### config.mk
export PLATFORM = sky130hd
export DESIGN_NAME = rv_frontend_top
export DESIGN_NICKNAME = d
export VERILOG_FILES = /design/src/verilog/rv_fe_pkg.sv /design/src/verilog/rv_fetch_if.sv /design/src/verilog/rv_fetch.sv /design/src/verilog/rv_predecode.sv /design/src/verilog/rv_frontend_top.sv
export SDC_FILE = /design/constraint.sdc
export NUM_CORES = 1
export LEC_CHECK = 0
export ABC_AREA = 0
export ABC_CLOCK_PERIOD_IN_PS = 4420
export BUFFER_PORTS_ARGS = -buffer_cell sky130_fd_sc_hd__buf_2
export CELL_PAD_IN_SITES_DETAIL_PLACEMENT = 1
export CELL_PAD_IN_SITES_GLOBAL_PLACEMENT = 2
export CORE_MARGIN = 2
export CORE_UTILIZATION = 29
export CTS_BUF_LIST = sky130_fd_sc_hd__clkbuf_8 sky130_fd_sc_hd__clkbuf_16
export CTS_CLUSTER_SIZE = 30
export DETAILED_ROUTE_END_ITERATION = 10
export PLACE_DENSITY = 0.86
export SYNTH_ARGS = -nofsm -noshare
export SYNTH_HDL_FRONTEND = slang
export SYNTH_HIERARCHICAL = 1
export SYNTH_SLANG_ARGS = --single-unit
export TNS_END_PERCENT = 10
### constraint.sdc
create_clock -name clk_i -period 4.42 [get_ports clk_i]
set_clock_uncertainty 0.1 [all_clocks]
set_input_delay 0.884 -clock clk_i [delete_from_list [all_inputs] [get_ports clk_i]]
set_output_delay 0.884 -clock clk_i [all_outputs]
set_load 0.05 [all_outputs]
### src/verilog/rv_fe_pkg.sv
// RV32I front end definitions for 32-bit fetch without compressed instructions or debug mode
`default_nettype none

package rv_fe_pkg;

  ////////////////////////////////////////
  // Widths and addresses
  ////////////////////////////////////////

  // Data path width
  localparam int unsigned xlen = 32;

  typedef logic [xlen-1:0] pc_t;
  typedef logic [31:0]     instr_t;
  typedef logic [4:0]      reg_adr_t;
  typedef logic [11:0]     csr_adr_t;

  // Reset address of the program counter
  localparam pc_t pc_init = 32'h200;

  // Clears the two low address bits
  localparam pc_t adr_mask = {{(xlen-2){1'b1}}, 2'b00};

  // Instruction slot as it moves down the pipe
  typedef struct packed {
    instr_t instr;
    logic   bubble;
  } insn_t;

  // Fetch side exceptions
  typedef struct packed {
    logic access_fault;
    logic any;
  } exc_t;

  ////////////////////////////////////////
  // Encodings
  ////////////////////////////////////////

  localparam logic [6:0] opc_jal    = 7'b1101111;
  localparam logic [6:0] opc_branch = 7'b1100011;
  localparam logic [6:0] opc_system = 7'b1110011;

  // SYSTEM funct3 values for the Zicsr group
  localparam logic [2:0] f3_csrrw  = 3'b001;
  localparam logic [2:0] f3_csrrs  = 3'b010;
  localparam logic [2:0] f3_csrrc  = 3'b011;
  localparam logic [2:0] f3_csrrwi = 3'b101;
  localparam logic [2:0] f3_csrrsi = 3'b110;
  localparam logic [2:0] f3_csrrci = 3'b111;

  // ADDI x0,x0,0
  localparam instr_t instr_nop = 32'h0000_0013;

  ////////////////////////////////////////
  // Field decode
  ////////////////////////////////////////

  function automatic logic [6:0] decode_opcode(instr_t instr);
    return instr[6:0];
  endfunction

  function automatic logic [2:0] decode_funct3(instr_t instr);
    return instr[14:12];
  endfunction

  // Also the zimm field of the immediate CSR forms
  function automatic reg_adr_t decode_rs1(instr_t instr);
    return instr[19:15];
  endfunction

  function automatic reg_adr_t decode_rs2(instr_t instr);
    return instr[24:20];
  endfunction

  function automatic csr_adr_t decode_csr_adr(instr_t instr);
    return instr[31:20];
  endfunction

  // J-type offset, sign extended
  function automatic logic [xlen-1:0] decode_imm_j(instr_t instr);
    return {{(xlen-20){instr[31]}}, instr[19:12], instr[20], instr[30:21], 1'b0};
  endfunction

  // B-type offset, sign extended
  function automatic logic [xlen-1:0] decode_imm_b(instr_t instr);
    return {{(xlen-12){instr[31]}}, instr[7], instr[30:25], instr[11:8], 1'b0};
  endfunction

endpackage

`default_nettype wire

### src/verilog/rv_fetch_if.sv
// Fetch register contents only with no handshake since the receiver samples them under its own stall
`timescale 1ns/1ps
`default_nettype none

interface rv_fetch_if;

  // Address of the registered word
  rv_fe_pkg::pc_t  pc;
  // Word plus squash flag
  rv_fe_pkg::insn_t insn;
  // Memory error for this word
  rv_fe_pkg::exc_t  exc;
  // Low 2 bits of the fetch address were already clear
  logic             valid_adr;

  modport fetch_mp (
    output pc,
    output insn,
    output exc,
    output valid_adr
  );

  modport pd_mp (
    input pc,
    input insn,
    input exc,
    input valid_adr
  );

endinterface

`default_nettype wire

### src/verilog/rv_fetch.sv
// Instruction memory must return data in the same cycle and misaligned targets are masked
`timescale 1ns/1ps
`default_nettype none

module rv_fetch (
  input  wire logic               clk_i,
  input  wire logic               rst_ni,

  input  wire logic               pd_stall_i,
  input  wire logic               st_flush_i,
  input  wire logic               bu_flush_i,
  input  wire rv_fe_pkg::pc_t     st_nxt_pc_i,
  input  wire rv_fe_pkg::pc_t     bu_nxt_pc_i,
  input  wire logic               pd_latch_nxt_pc_i,
  input  wire rv_fe_pkg::pc_t     pd_nxt_pc_i,

  output rv_fe_pkg::pc_t          imem_adr_o,
  input  wire rv_fe_pkg::instr_t  imem_rdata_i,
  input  wire logic               imem_err_i,

  rv_fetch_if.fetch_mp            fe_o
);

  ////////////////////////////////////////
  // Program counter
  ////////////////////////////////////////

  // Raw value keeps the low bits of a target
  rv_fe_pkg::pc_t    pc_q;
  rv_fe_pkg::pc_t    pc_adr;
  rv_fe_pkg::pc_t    nxt_pc;
  logic              flush;

  // Fetch register
  rv_fe_pkg::pc_t    fe_pc_q;
  rv_fe_pkg::instr_t fe_instr_q;
  logic              fe_valid_adr_q;
  logic              fe_bubble_q;
  rv_fe_pkg::exc_t   fe_exc_q;

  assign flush  = st_flush_i | bu_flush_i;
  assign pc_adr = pc_q & rv_fe_pkg::adr_mask;

  // Memory sees the aligned address
  assign imem_adr_o = pc_adr;

  // State flush wins over branch unit, then predictor
  always_comb begin
    if (st_flush_i) begin
      nxt_pc = st_nxt_pc_i;
    end else if (bu_flush_i) begin
      nxt_pc = bu_nxt_pc_i;
    end else if (pd_latch_nxt_pc_i) begin
      nxt_pc = pd_nxt_pc_i;
    end else if (pd_stall_i) begin
      nxt_pc = pc_q;
    end else begin
      nxt_pc = pc_adr + rv_fe_pkg::pc_t'(4);
    end
  end

  always_ff @(posedge clk_i or negedge rst_ni) begin
    if (!rst_ni) begin
      pc_q <= rv_fe_pkg::pc_init;
    end else begin
      pc_q <= nxt_pc;
    end
  end

  ////////////////////////////////////////
  // Fetch register
  ////////////////////////////////////////

  // Squash control
  // Redirect kills the wrong-path word behind the jump
  always_ff @(posedge clk_i or negedge rst_ni) begin
    if (!rst_ni) begin
      fe_bubble_q <= 1'b1;
      fe_exc_q    <= '0;
    end else if (flush) begin
      fe_bubble_q <= 1'b1;
      fe_exc_q    <= '0;
    end else if (!pd_stall_i) begin
      fe_bubble_q <= pd_latch_nxt_pc_i;
      fe_exc_q    <= '{access_fault: imem_err_i & ~pd_latch_nxt_pc_i,
                       any:          imem_err_i & ~pd_latch_nxt_pc_i};
    end
  end

  // Payload
  always_ff @(posedge clk_i) begin
    if (!pd_stall_i) begin
      fe_pc_q        <= pc_adr;
      fe_instr_q     <= imem_rdata_i;
      fe_valid_adr_q <= (pc_q[1:0] == 2'b00);
    end
  end

  assign fe_o.pc        = fe_pc_q;
  assign fe_o.insn      = '{instr: fe_instr_q, bubble: fe_bubble_q};
  assign fe_o.exc       = fe_exc_q;
  assign fe_o.valid_adr = fe_valid_adr_q;

endmodule

`default_nettype wire

### src/verilog/rv_predecode.sv
// Static prediction only and no BPU or debug mode and a CSR stall that waits out id_stall_i
`timescale 1ns/1ps
`default_nettype none

module rv_predecode (
  input  wire logic            clk_i,
  input  wire logic            rst_ni,

  rv_fetch_if.pd_mp            fe_i,

  input  wire logic            id_stall_i,
  input  wire logic            st_flush_i,
  input  wire logic            bu_flush_i,
  input  wire rv_fe_pkg::pc_t  st_nxt_pc_i,
  input  wire rv_fe_pkg::pc_t  bu_nxt_pc_i,
  input  wire logic            pipe_exc_i,

  output logic                 pd_stall_o,
  output rv_fe_pkg::pc_t       pd_pc_o,
  output rv_fe_pkg::insn_t     pd_insn_o,
  output rv_fe_pkg::exc_t      pd_exc_o,
  output rv_fe_pkg::reg_adr_t  pd_rs1_o,
  output rv_fe_pkg::reg_adr_t  pd_rs2_o,
  output rv_fe_pkg::csr_adr_t  pd_csr_adr_o,
  output rv_fe_pkg::pc_t       pd_nxt_pc_o,
  output logic                 pd_latch_nxt_pc_o,
  output logic [1:0]           pd_predict_o
);

  logic                     flush;
  logic [6:0]               opcode;
  logic                     csr_wr;
  logic                     local_stall;
  logic                     fault;

  rv_fe_pkg::instr_t        pd_instr_q;
  logic                     pd_bubble_q;

  logic [rv_fe_pkg::xlen-1:0] imm_j;
  logic [rv_fe_pkg::xlen-1:0] imm_b;
  logic                     is_jal;
  logic                     is_branch;
  logic                     branch_taken;
  logic                     dbranch_taken;

  assign flush  = st_flush_i | bu_flush_i;
  assign opcode = rv_fe_pkg::decode_opcode(fe_i.insn.instr);

  ////////////////////////////////////////
  // CSR write stall
  ////////////////////////////////////////

  // Writes that can change CSR state
  // Set and clear forms with a zero operand only read
  always_comb begin
    csr_wr = 1'b0;
    if (!fe_i.insn.bubble && opcode == rv_fe_pkg::opc_system) begin
      case (rv_fe_pkg::decode_funct3(fe_i.insn.instr))
        rv_fe_pkg::f3_csrrw,
        rv_fe_pkg::f3_csrrwi: csr_wr = 1'b1;
        rv_fe_pkg::f3_csrrs,
        rv_fe_pkg::f3_csrrc,
        rv_fe_pkg::f3_csrrsi,
        rv_fe_pkg::f3_csrrci: csr_wr = |rv_fe_pkg::decode_rs1(fe_i.insn.instr);
        default:              csr_wr = 1'b0;
      endcase
    end
  end

  // One unstalled cycle after the CSR leaves
  // Held through id_stall_i so its bubble still gets inserted
  always_ff @(posedge clk_i or negedge rst_ni) begin
    if (!rst_ni) begin
      local_stall <= 1'b0;
    end else if (flush) begin
      local_stall <= 1'b0;
    end else if (id_stall_i) begin
      local_stall <= local_stall;
    end else if (local_stall) begin
      local_stall <= 1'b0;
    end else if (pipe_exc_i) begin
      local_stall <= 1'b0;
    end else begin
      local_stall <= csr_wr;
    end
  end

  assign pd_stall_o = id_stall_i | local_stall;

  // Early register file and CSR addresses
  assign pd_rs1_o     = rv_fe_pkg::decode_rs1(fe_i.insn.instr);
  assign pd_rs2_o     = rv_fe_pkg::decode_rs2(fe_i.insn.instr);
  assign pd_csr_adr_o = rv_fe_pkg::decode_csr_adr(fe_i.insn.instr);

  ////////////////////////////////////////
  // Pipeline register
  ////////////////////////////////////////

  // Flush target shows up right away
  always_ff @(posedge clk_i or negedge rst_ni) begin
    if (!rst_ni) begin
      pd_pc_o <= rv_fe_pkg::pc_init;
    end else if (st_flush_i) begin
      pd_pc_o <= st_nxt_pc_i & rv_fe_pkg::adr_mask;
    end else if (bu_flush_i) begin
      pd_pc_o <= bu_nxt_pc_i & rv_fe_pkg::adr_mask;
    end else if (!pd_stall_o) begin
      pd_pc_o <= fe_i.pc;
    end
  end

  always_ff @(posedge clk_i or negedge rst_ni) begin
    if (!rst_ni) begin
      pd_instr_q <= rv_fe_pkg::instr_nop;
    end else if (!pd_stall_o) begin
      pd_instr_q <= fe_i.insn.instr;
    end
  end

  // Later-stage exception squashes the slot
  always_ff @(posedge clk_i or negedge rst_ni) begin
    if (!rst_ni) begin
      pd_bubble_q <= 1'b1;
    end else if (flush || pipe_exc_i) begin
      pd_bubble_q <= 1'b1;
    end else if (!id_stall_i) begin
      pd_bubble_q <= local_stall | fe_i.insn.bubble;
    end
  end

  assign pd_insn_o = '{instr: pd_instr_q, bubble: pd_bubble_q};

  // Masked fetch address counts as an access fault
  assign fault = fe_i.exc.access_fault | (~fe_i.valid_adr & ~fe_i.insn.bubble);

  always_ff @(posedge clk_i or negedge rst_ni) begin
    if (!rst_ni) begin
      pd_exc_o <= '0;
    end else if (flush || pipe_exc_i || pd_stall_o) begin
      pd_exc_o <= '0;
    end else begin
      pd_exc_o <= '{access_fault: fault, any: fe_i.exc.any | fault};
    end
  end

  ////////////////////////////////////////
  // Static branch prediction
  ////////////////////////////////////////

  assign imm_j     = rv_fe_pkg::decode_imm_j(fe_i.insn.instr);
  assign imm_b     = rv_fe_pkg::decode_imm_b(fe_i.insn.instr);
  assign is_jal    = (opcode == rv_fe_pkg::opc_jal);
  assign is_branch = (opcode == rv_fe_pkg::opc_branch);

  // JAL always, branches only backward
  assign branch_taken = ~fe_i.insn.bubble &
                        (is_jal | (is_branch & imm_b[rv_fe_pkg::xlen-1]));
  assign pd_nxt_pc_o  = fe_i.pc + (is_jal ? imm_j : imm_b);

  // Taken copy kept only while the slot is held
  always_ff @(posedge clk_i or negedge rst_ni) begin
    if (!rst_ni) begin
      dbranch_taken <= 1'b0;
    end else begin
      dbranch_taken <= branch_taken & pd_stall_o;
    end
  end

  // First cycle of a taken slot
  assign pd_latch_nxt_pc_o = branch_taken & ~dbranch_taken;

  always_ff @(posedge clk_i or negedge rst_ni) begin
    if (!rst_ni) begin
      pd_predict_o <= 2'b00;
    end else if (!pd_stall_o) begin
      pd_predict_o <= {branch_taken, 1'b0};
    end
  end

endmodule

`default_nettype wire

### src/verilog/rv_frontend_top.sv
// Front end top with a same-cycle instruction memory and flush targets from the later stages
`timescale 1ns/1ps
`default_nettype none

module rv_frontend_top (
  input  wire logic               clk_i,
  input  wire logic               rst_ni,

  // Instruction memory
  output wire rv_fe_pkg::pc_t     imem_adr_o,
  input  wire rv_fe_pkg::instr_t  imem_rdata_i,
  input  wire logic               imem_err_i,

  // Flushes
  input  wire logic               st_flush_i,
  input  wire rv_fe_pkg::pc_t     st_nxt_pc_i,
  input  wire logic               bu_flush_i,
  input  wire rv_fe_pkg::pc_t     bu_nxt_pc_i,

  // Later stages
  input  wire logic               id_stall_i,
  input  wire logic               pipe_exc_i,

  // Pre-decode results
  output wire rv_fe_pkg::pc_t     pd_pc_o,
  output wire rv_fe_pkg::instr_t  pd_instr_o,
  output wire logic               pd_bubble_o,
  output wire rv_fe_pkg::exc_t    pd_exc_o,
  output wire rv_fe_pkg::reg_adr_t pd_rs1_o,
  output wire rv_fe_pkg::reg_adr_t pd_rs2_o,
  output wire rv_fe_pkg::csr_adr_t pd_csr_adr_o,
  output wire logic               pd_stall_o,

  // Redirect
  output wire logic               pd_latch_nxt_pc_o,
  output wire rv_fe_pkg::pc_t     pd_nxt_pc_o,
  output wire logic [1:0]         pd_predict_o
);

  rv_fe_pkg::insn_t pd_insn;

  rv_fetch_if fe_bus ();

  rv_fetch i_fetch (
    .clk_i             (clk_i),
    .rst_ni            (rst_ni),
    .pd_stall_i        (pd_stall_o),
    .st_flush_i        (st_flush_i),
    .bu_flush_i        (bu_flush_i),
    .st_nxt_pc_i       (st_nxt_pc_i),
    .bu_nxt_pc_i       (bu_nxt_pc_i),
    .pd_latch_nxt_pc_i (pd_latch_nxt_pc_o),
    .pd_nxt_pc_i       (pd_nxt_pc_o),
    .imem_adr_o        (imem_adr_o),
    .imem_rdata_i      (imem_rdata_i),
    .imem_err_i        (imem_err_i),
    .fe_o              (fe_bus)
  );

  rv_predecode i_predecode (
    .clk_i             (clk_i),
    .rst_ni            (rst_ni),
    .fe_i              (fe_bus),
    .id_stall_i        (id_stall_i),
    .st_flush_i        (st_flush_i),
    .bu_flush_i        (bu_flush_i),
    .st_nxt_pc_i       (st_nxt_pc_i),
    .bu_nxt_pc_i       (bu_nxt_pc_i),
    .pipe_exc_i        (pipe_exc_i),
    .pd_stall_o        (pd_stall_o),
    .pd_pc_o           (pd_pc_o),
    .pd_insn_o         (pd_insn),
    .pd_exc_o          (pd_exc_o),
    .pd_rs1_o          (pd_rs1_o),
    .pd_rs2_o          (pd_rs2_o),
    .pd_csr_adr_o      (pd_csr_adr_o),
    .pd_nxt_pc_o       (pd_nxt_pc_o),
    .pd_latch_nxt_pc_o (pd_latch_nxt_pc_o),
    .pd_predict_o      (pd_predict_o)
  );

  // Slot split for the outside
  assign pd_instr_o  = pd_insn.instr;
  assign pd_bubble_o = pd_insn.bubble;

endmodule

`default_nettype wire

==> impl_results.md, run 1 <==
- Status: finished, violations left
- Failing checks: negative setup slack
- Initial antenna violation count: 3
- Worst Path Max Fanout: 6
- Hold Fails Final Rpt: 0
- Number of global-route vias before repair: around 10k
- Clock Latency Late Sink: approximately 0.46 ns
- CP Capture Type: output port
- Final worst-path cycle share: 108.3%
- Drt via density: 5.327
- Reg clk slew, reported paths: 0.07 ns
- Cells after Synth: 1151
- DRC viols: 0
- Leak pwr: 6.195 nW
- Unique masters post-synth: 76
- Post-synth EDFFs: between 60 and 70
- First-pass GRT wire length: 63850 um
- Placed Cells: 1828
- CP startpoint kind: flip-flop
- Synth area leader: dfrtp_1
- Share of Yosys cell area claimed by the top area cell type: 23.75%
- ANT nets after route: 0
- Worst-margin pin slew: 1.156 ns
- H-tree levels: 4
- Synth Cell Area: just over 10000 sq um
- CTS buffer count: 17
- Dominant synthesized flop cell: dfrtp_1
- Sequential-to-total area share from yosys stat: 44.06%
- Seq cells post-synth: 167
- Setup-failing EPs final: 21
- Clk sinks: 167
- Die Footprint: about 37000 sq um
- Initial DRT Pass Iterations: 5
- Share of cells above drive strength 1: 34.34%
- Max Cap Viol: 0
- Async S/R FF share, synth: 62.28%
- Port bufs: 255
- Final GP Congestion: about 0.9
- Starting Density: about 30%
- PD cells: ~440 nW/um^2
- Initial DRC Count: 614
- Fin Hold WS: about 0.35 ns
- Synth Warn #: 6
- F_max: 208.9 MHz
- Gr usage total: 23.50%
- Max rail drop VDD: 0.0003172 V
- FP Rows: 68
- RSZ-0062 raised after global routing: true
- Layout Cells excl Fill: 1880
- Grt total ovfl: 0
- Worst Slack Setup Final: -0.3676 ns
- Core area: 34630 sq um
- Hold Path Class: input pin to asynchronous set/reset pin
- Area growth, synth to finish: 33.79%
- Post-Route WL: 43340 um
- Commonest cells after routing, fill and taps aside: buf_2, nand2_1, nor2_1, buf_4, dfrtp_1
- HPWL Detailed: 31860 um
- Max-slew headroom: 22.82%
- Nets@finish: 1549
- Clock Path Buffers: 2
- I/O pin total: 260
- Vias: 10.01k
- Commonest non-fill, non-tap cell in the layout: buf_2
- Root Buffer: clkbuf_16
- Tmin final: about 4.8 ns
- Largest net degree at the start of global routing: between 60 and 70
- CTS tree: yes
- Area contributors post-synth: dfrtp_1, edfxtp_1, nand2_1, nor2_1, buf_4
- Die Ht: around 190 um
- Mean routed wirelength per cell: between 20 and 25 um
- Worst EP required: 3.44 ns
- Arr. time, crit path: 3.80 ns
- Fillers: 4054
- Count of final max-slew check failures: 0
- Synth Area per Inst: slightly below 9 sq um
- Critical path type: flip-flop to output port
- Die width: 191.7 um
[timing repair]
item | 4_1_cts | 5_1_grt
gates resized for setup | 72 | 27
endpoints found under the setup margin | 23 | 23
hold buffers | 0 | 0
buffers inserted | 13 | 7
pin swaps | 23 | 13
gates cloned | 0 | 0
[metal layers]
layer | part of all wire, % | wire, um | vias to the layer above | track usage (%)
met2 | 48 | 20900 | 381 | 39.38
met5 | 0.042 | 18 | - | 0
li1 | - | - | 4564 | -
met4 | 2.4 | 1055 | 4 | 7.308
met1 | 42 | 18220 | 5006 | 29.90
met3 | 7.2 | 3138 | 59 | 5.518
[through the flow]
step	power [mW]	utilization [%]	cell area, sq um	TNS [ns]	worst slack (ns)
after floorplan	3.399	-	10310	-1.174	-0.1778
after global placement	4.266	35.80	12400	-0.06367	-0.02504
after detailed placement	4.295	35.80	12400	-0.7505	-0.1483
after CTS	6.044	38.90	13470	-3.207	-0.2979
after global routing	6.326	39.49	13670	-8.441	-0.5297
final	6.073	39.49	13670	-4.973	-0.3676
[final cells by class]
class	count	area (sq um)	share of cell area, %
multi-input combinational	811	5386	39.39
tap	455	569.3	4.164
clock buffer	17	425.4	3.111
timing repair buffer	364	2430	17.77
antenna	1	2.502	0.01830
inverter	50	187.7	1.373
clock inverter	15	168.9	1.235
sequential	167	4503	32.93
[where the power goes]
part | total [mW] | leakage [nW] | switching [mW] | internal (mW)
clock network | 1.56 | 0.293 | 0.710 | 0.848
registers | 1.93 | 1.85 | 0.162 | 1.77
logic | 2.58 | 4.05 | 1.66 | 0.924
total | 6.07 | 6.19 | 2.53 | 3.54
[Yosys cell counts, types with 3 or more instances]
master and n:
nand2_1 153, nor2_1 145, dfrtp_1 97, a21oi_1 84, buf_4 63, edfxtp_1 63
inv_1 49, a221oi_1 45, clkbuf_1 43, o21ai_0 35, ha_1 34, nor3_1 31
nand3_1 27, xnor2_1 24, nand4_1 19, a21o_1 15, buf_1 14, xor2_1 14
mux2i_1 11, nand2b_1 10, nor2b_1 10, a31oi_1 9, o211ai_1 9, o21a_1 8
o21ai_1 8, o22ai_1 8, dfstp_2 7, nor3b_1 7, a211oi_1 6, a22oi_1 6
and3_1 6, buf_2 6, nor4_1 6, o21bai_1 6, o31ai_1 6, a221o_1 5
or3_1 5, and2_1 4, and4_1 4, mux2_1 3, mux2_2 3
[path summary, 6_finish.rpt]
kind | start | endpoint | slack [ns] | depth (start not counted)
worst max register to register | i_fetch/fe_instr_q[6] | i_fetch/pc_q[31] | 0.11 | 21
min in group clk_i | i_predecode/pd_instr_q[4] | i_predecode/pd_instr_q[4] | 0.36 | 2
max in group asynchronous | rst_ni | i_predecode/pd_instr_q[0] | 3.03 | 2
worst max-delay path | i_fetch/fe_instr_q[6] | pd_nxt_pc_o[20] | -0.37 | 14
worst min-delay path | rst_ni | i_predecode/pd_instr_q[27] | 0.35 | 1
worst min register to register | i_predecode/pd_instr_q[4] | i_predecode/pd_instr_q[4] | 0.36 | 2
[logic make-up after synthesis]
group	synth area share [%]
compound gates	18.30
buf+inv	8.852
xor+xnor	3.257
flops	44.06
other cells	0.07348
fa+ha+maj	4.358
simple gates	19.36
mux	1.738
[registers in the layout, indices dropped and copies added, names as in the netlist]
signal and count:
i_predecode/pd_predict_o 1, i_predecode/pd_bubble_q 1, i_fetch/pc_q 32, i_predecode/pd_instr_q 32, i_fetch/fe_bubble_q 1, i_predecode/pd_pc_o 32, i_predecode/local_stall 1, i_fetch/fe_o.pc 30
i_fetch/fe_o.exc 1, i_predecode/dbranch_taken 1, i_predecode/pd_exc_o 2, i_fetch/fe_o.valid_adr 1, i_fetch/fe_instr_q 32
[critical path: stages (launching register included)]
cell and delay (ns):
edfxtp_1 0.36, nand4_1 0.16, nor3_2 0.24, buf_6 0.18
buf_4 0.12, mux2_4 0.30, ha_4 0.29, a21oi_2 0.07
o211a_1 0.24, o41a_1 0.40, o21ba_4 0.24, o21ai_4 0.18
a31oi_4 0.11, xnor2_2 0.25, buf_12 0.18
Power figures use the tool's default switching activity.
==> run 2: changes to the inputs <==
ABC_CLOCK_PERIOD_IN_PS = 6000   (was 4420)
CORE_UTILIZATION = 34   (was 29)
CTS_BUF_LIST = unset   (was sky130_fd_sc_hd__clkbuf_8 sky130_fd_sc_hd__clkbuf_16)
HOLD_SLACK_MARGIN = 0.06   (was unset)
PLACE_DENSITY = 0.94   (was 0.86)
clock period = 6 ns   (was 4.42 ns; I/O delays follow)
==> run 2 against run 1 <==
  * The flow now finishes without violations
  * Flip-flop and latch count unchanged
  * Count of clock-buffer cells in the layout rose by 2
  * Combinational power decreased by 45%
  * Global-route usage grew 1.1 points
  * Non-clock buffer count shrank 92
  * Critical path depth up 2
  * Highest routed layer is now met4
  * Critical path type unchanged
  * Sequential power shrank 26%
==> impl_results.md, run 2 (synthesized netlist as in run 1, its figures left out) <==
- Status: complete, no violations
- DP Area: roughly 11000 sq um
- Tmin final: ~5.7 ns
- Initial DRC Count: 739
- Min-delay src: i_predecode/pd_instr_q[1]
- Cell at the slowest stage of the critical path: fa_1
- Setup-failing EPs final: 0
- Starting Density: around a third
- DRC viols: 0
- Total Power: 4.053 mW
- Worst R2R Setup Slack: 1.45 ns
- Layout Cells excl Fill: 1723
- Fin Hold WS: roughly 0.37 ns
- Number of global-route vias before repair: 9715
- Reg clk slew, reported paths: 0.07 ns
- Clock Latency Late Sink: 0.45 ns
- F_max: 176.8 MHz
- Max-slew headroom: 23.76%
- Final instance area: 12060 sq um
- Commonest cells after routing, fill and taps aside: buf_2, nand2_1, nor2_1, dfrtp_1, a21oi_1
- Final GP Congestion: between 0.8 and 0.9
- Die width: 177.4 um
- Hold Buf Count CTS: 0
- CP startpoint kind: flip-flop
- Share of cells above drive strength 1: 25.23%
- Commonest non-fill, non-tap cell in the layout: buf_2
- RR Endpoint: i_fetch/pc_q[30]
- I/O pin total: 260
- First-pass GRT wire length: 58510 um
- Final Util: 40.68%
- Die Ht: 177.4 um
- Worst Path Max Fanout: 14
- Cell Chain, Critical Path: nand4_1 -> nor3_2 -> buf_4 -> mux2_2 -> inv_1 -> fa_1 -> nand2b_1 -> a21oi_1 -> o311ai_2 -> o31ai_1 -> buf_4 -> nor2_1 -> o211ai_1 -> a211oi_2 -> xnor2_1 -> buf_2
- CP dominant cell by count: buf_4
- CP Capture Type: output port
- Placed Cells: ~1.7k
- Leak pwr: 5.470 nW
- CTS resizes: 0
- Root Buffer: clkbuf_16
- FP Rows: 63
- Core area: 29640 sq um
- R2R depth: 16
- Hold Path Depth: 2
- Clock Path Buffers: 2
- Buffer count from post-CTS setup fixing: 0
- CTS tree: yes
- HPWL Detailed: 28420 um
- Worst EP required: 4.70 ns
- Hold Path Sink: i_predecode/pd_instr_q[1]
- Area growth, synth to finish: 17.97%
- PD cells: 336.2 nW/um^2
- CTS buffer count: 17
- Final setup TNS: 0 ns
- Gr usage total: 24.60%
- Hold Path Class: flip-flop to flip-flop
- Die Footprint: 31460 sq um
- Post-Route WL: 38670 um
- Worst-margin pin slew: 1.139 ns
- RSZ-0062 raised after global routing: false
- Initial DRT Pass Iterations: 5
- Critical path type: flip-flop to output port
- Drt via density: ~5.5
- Clk sinks: between 150 and 200
- Initial antenna violation count: 1
- H-tree levels: 4
- Final worst-path cycle share: 94.28%
- Nets@finish: 1457
- Largest net degree at the start of global routing: 66
- Max rail drop VDD: 0.0001865 V
- Port bufs: roughly 260
- Slowest stage delay, CP: 0.41 ns
- Count of final max-slew check failures: 0
- Vias: 9469
- RR Startpoint: i_fetch/fe_instr_q[6]
- Max Cap Viol: 0
- Grt total ovfl: 0
- Mean routed wirelength per cell: 22.44 um
- ANT nets after route: 0
- Setup WS pre-CTS: ~0.85 ns
- Worst Slack Setup Final: roughly 0.34 ns
- Hold Fails Final Rpt: 0
- Arr. time, crit path: 4.36 ns
-- run 2: cell count changes in the layout (fill, tap and decap cells not counted), sizes merged --
cell,change
inv,+1
bufinv,+1
clkinv,-4
clkbuf,+2
buf,-92
-- run 2: routing by layer --
metal / vias up / routed length [um] / part of all wire, % / global-route usage [%]
li1: 4381 / - / - / -
met1: 4732 / 17220 / 45 / 33.06
met2: 313 / 18400 / 48 / 40.79
met3: 43 / 2232 / 5.8 / 3.942
met4: 0 / 823 / 2.1 / 7.343
met5: - / 0 / 0 / 0
-- run 2: area by class of cell --
type / count / area [sq um]
fillers: 3559 / 17580
clock inverters: 13 / 180.2
repair buffers: 272 / 1411
clock buffers: 19 / 442.9
inverters: 50 / 187.7
diodes: 1 / 2.502
flip-flops and latches: 167 / 4503
well taps: 390 / 488.0
multi-input cells: 811 / 4841
-- run 2: worst max-delay path by stage --
stage                 endpoint  depth (start not counted)                   from  slack (ns)
2_1_floorplan  pd_nxt_pc_o[20]                         12  i_fetch/fe_instr_q[5]        0.73
3_3_place_gp   pd_nxt_pc_o[31]                         16  i_fetch/fe_instr_q[5]        0.89
3_5_place_dp   pd_nxt_pc_o[31]                         15  i_fetch/fe_instr_q[6]        0.85
5_1_grt        pd_nxt_pc_o[31]                         15  i_fetch/fe_instr_q[6]       0.009
6_report       pd_nxt_pc_o[31]                         16  i_fetch/fe_instr_q[6]        0.34
4_1_cts        pd_nxt_pc_o[31]                         16  i_fetch/fe_instr_q[6]        0.33
-- run 2: power breakdown --
group	leakage (nW)	internal, mW	switching [mW]	total [mW]
clock network	0.300	0.681	0.519	1.20
logic	3.32	0.352	1.08	1.43
registers	1.85	1.30	0.117	1.42
total	5.47	2.34	1.72	4.05
-- run 2: critical path: cells and delay by family, from the launching register on --
kind	cells	cell delay [ns]
AOI/OAI and AO/OA	5	1.22
xor gates and xnor gates	1	0.31
adders and majority gates	1	0.41
buffers and inverters	4	0.81
DFF	1	0.36
muxes	1	0.20
and+or+nand+nor	4	0.59
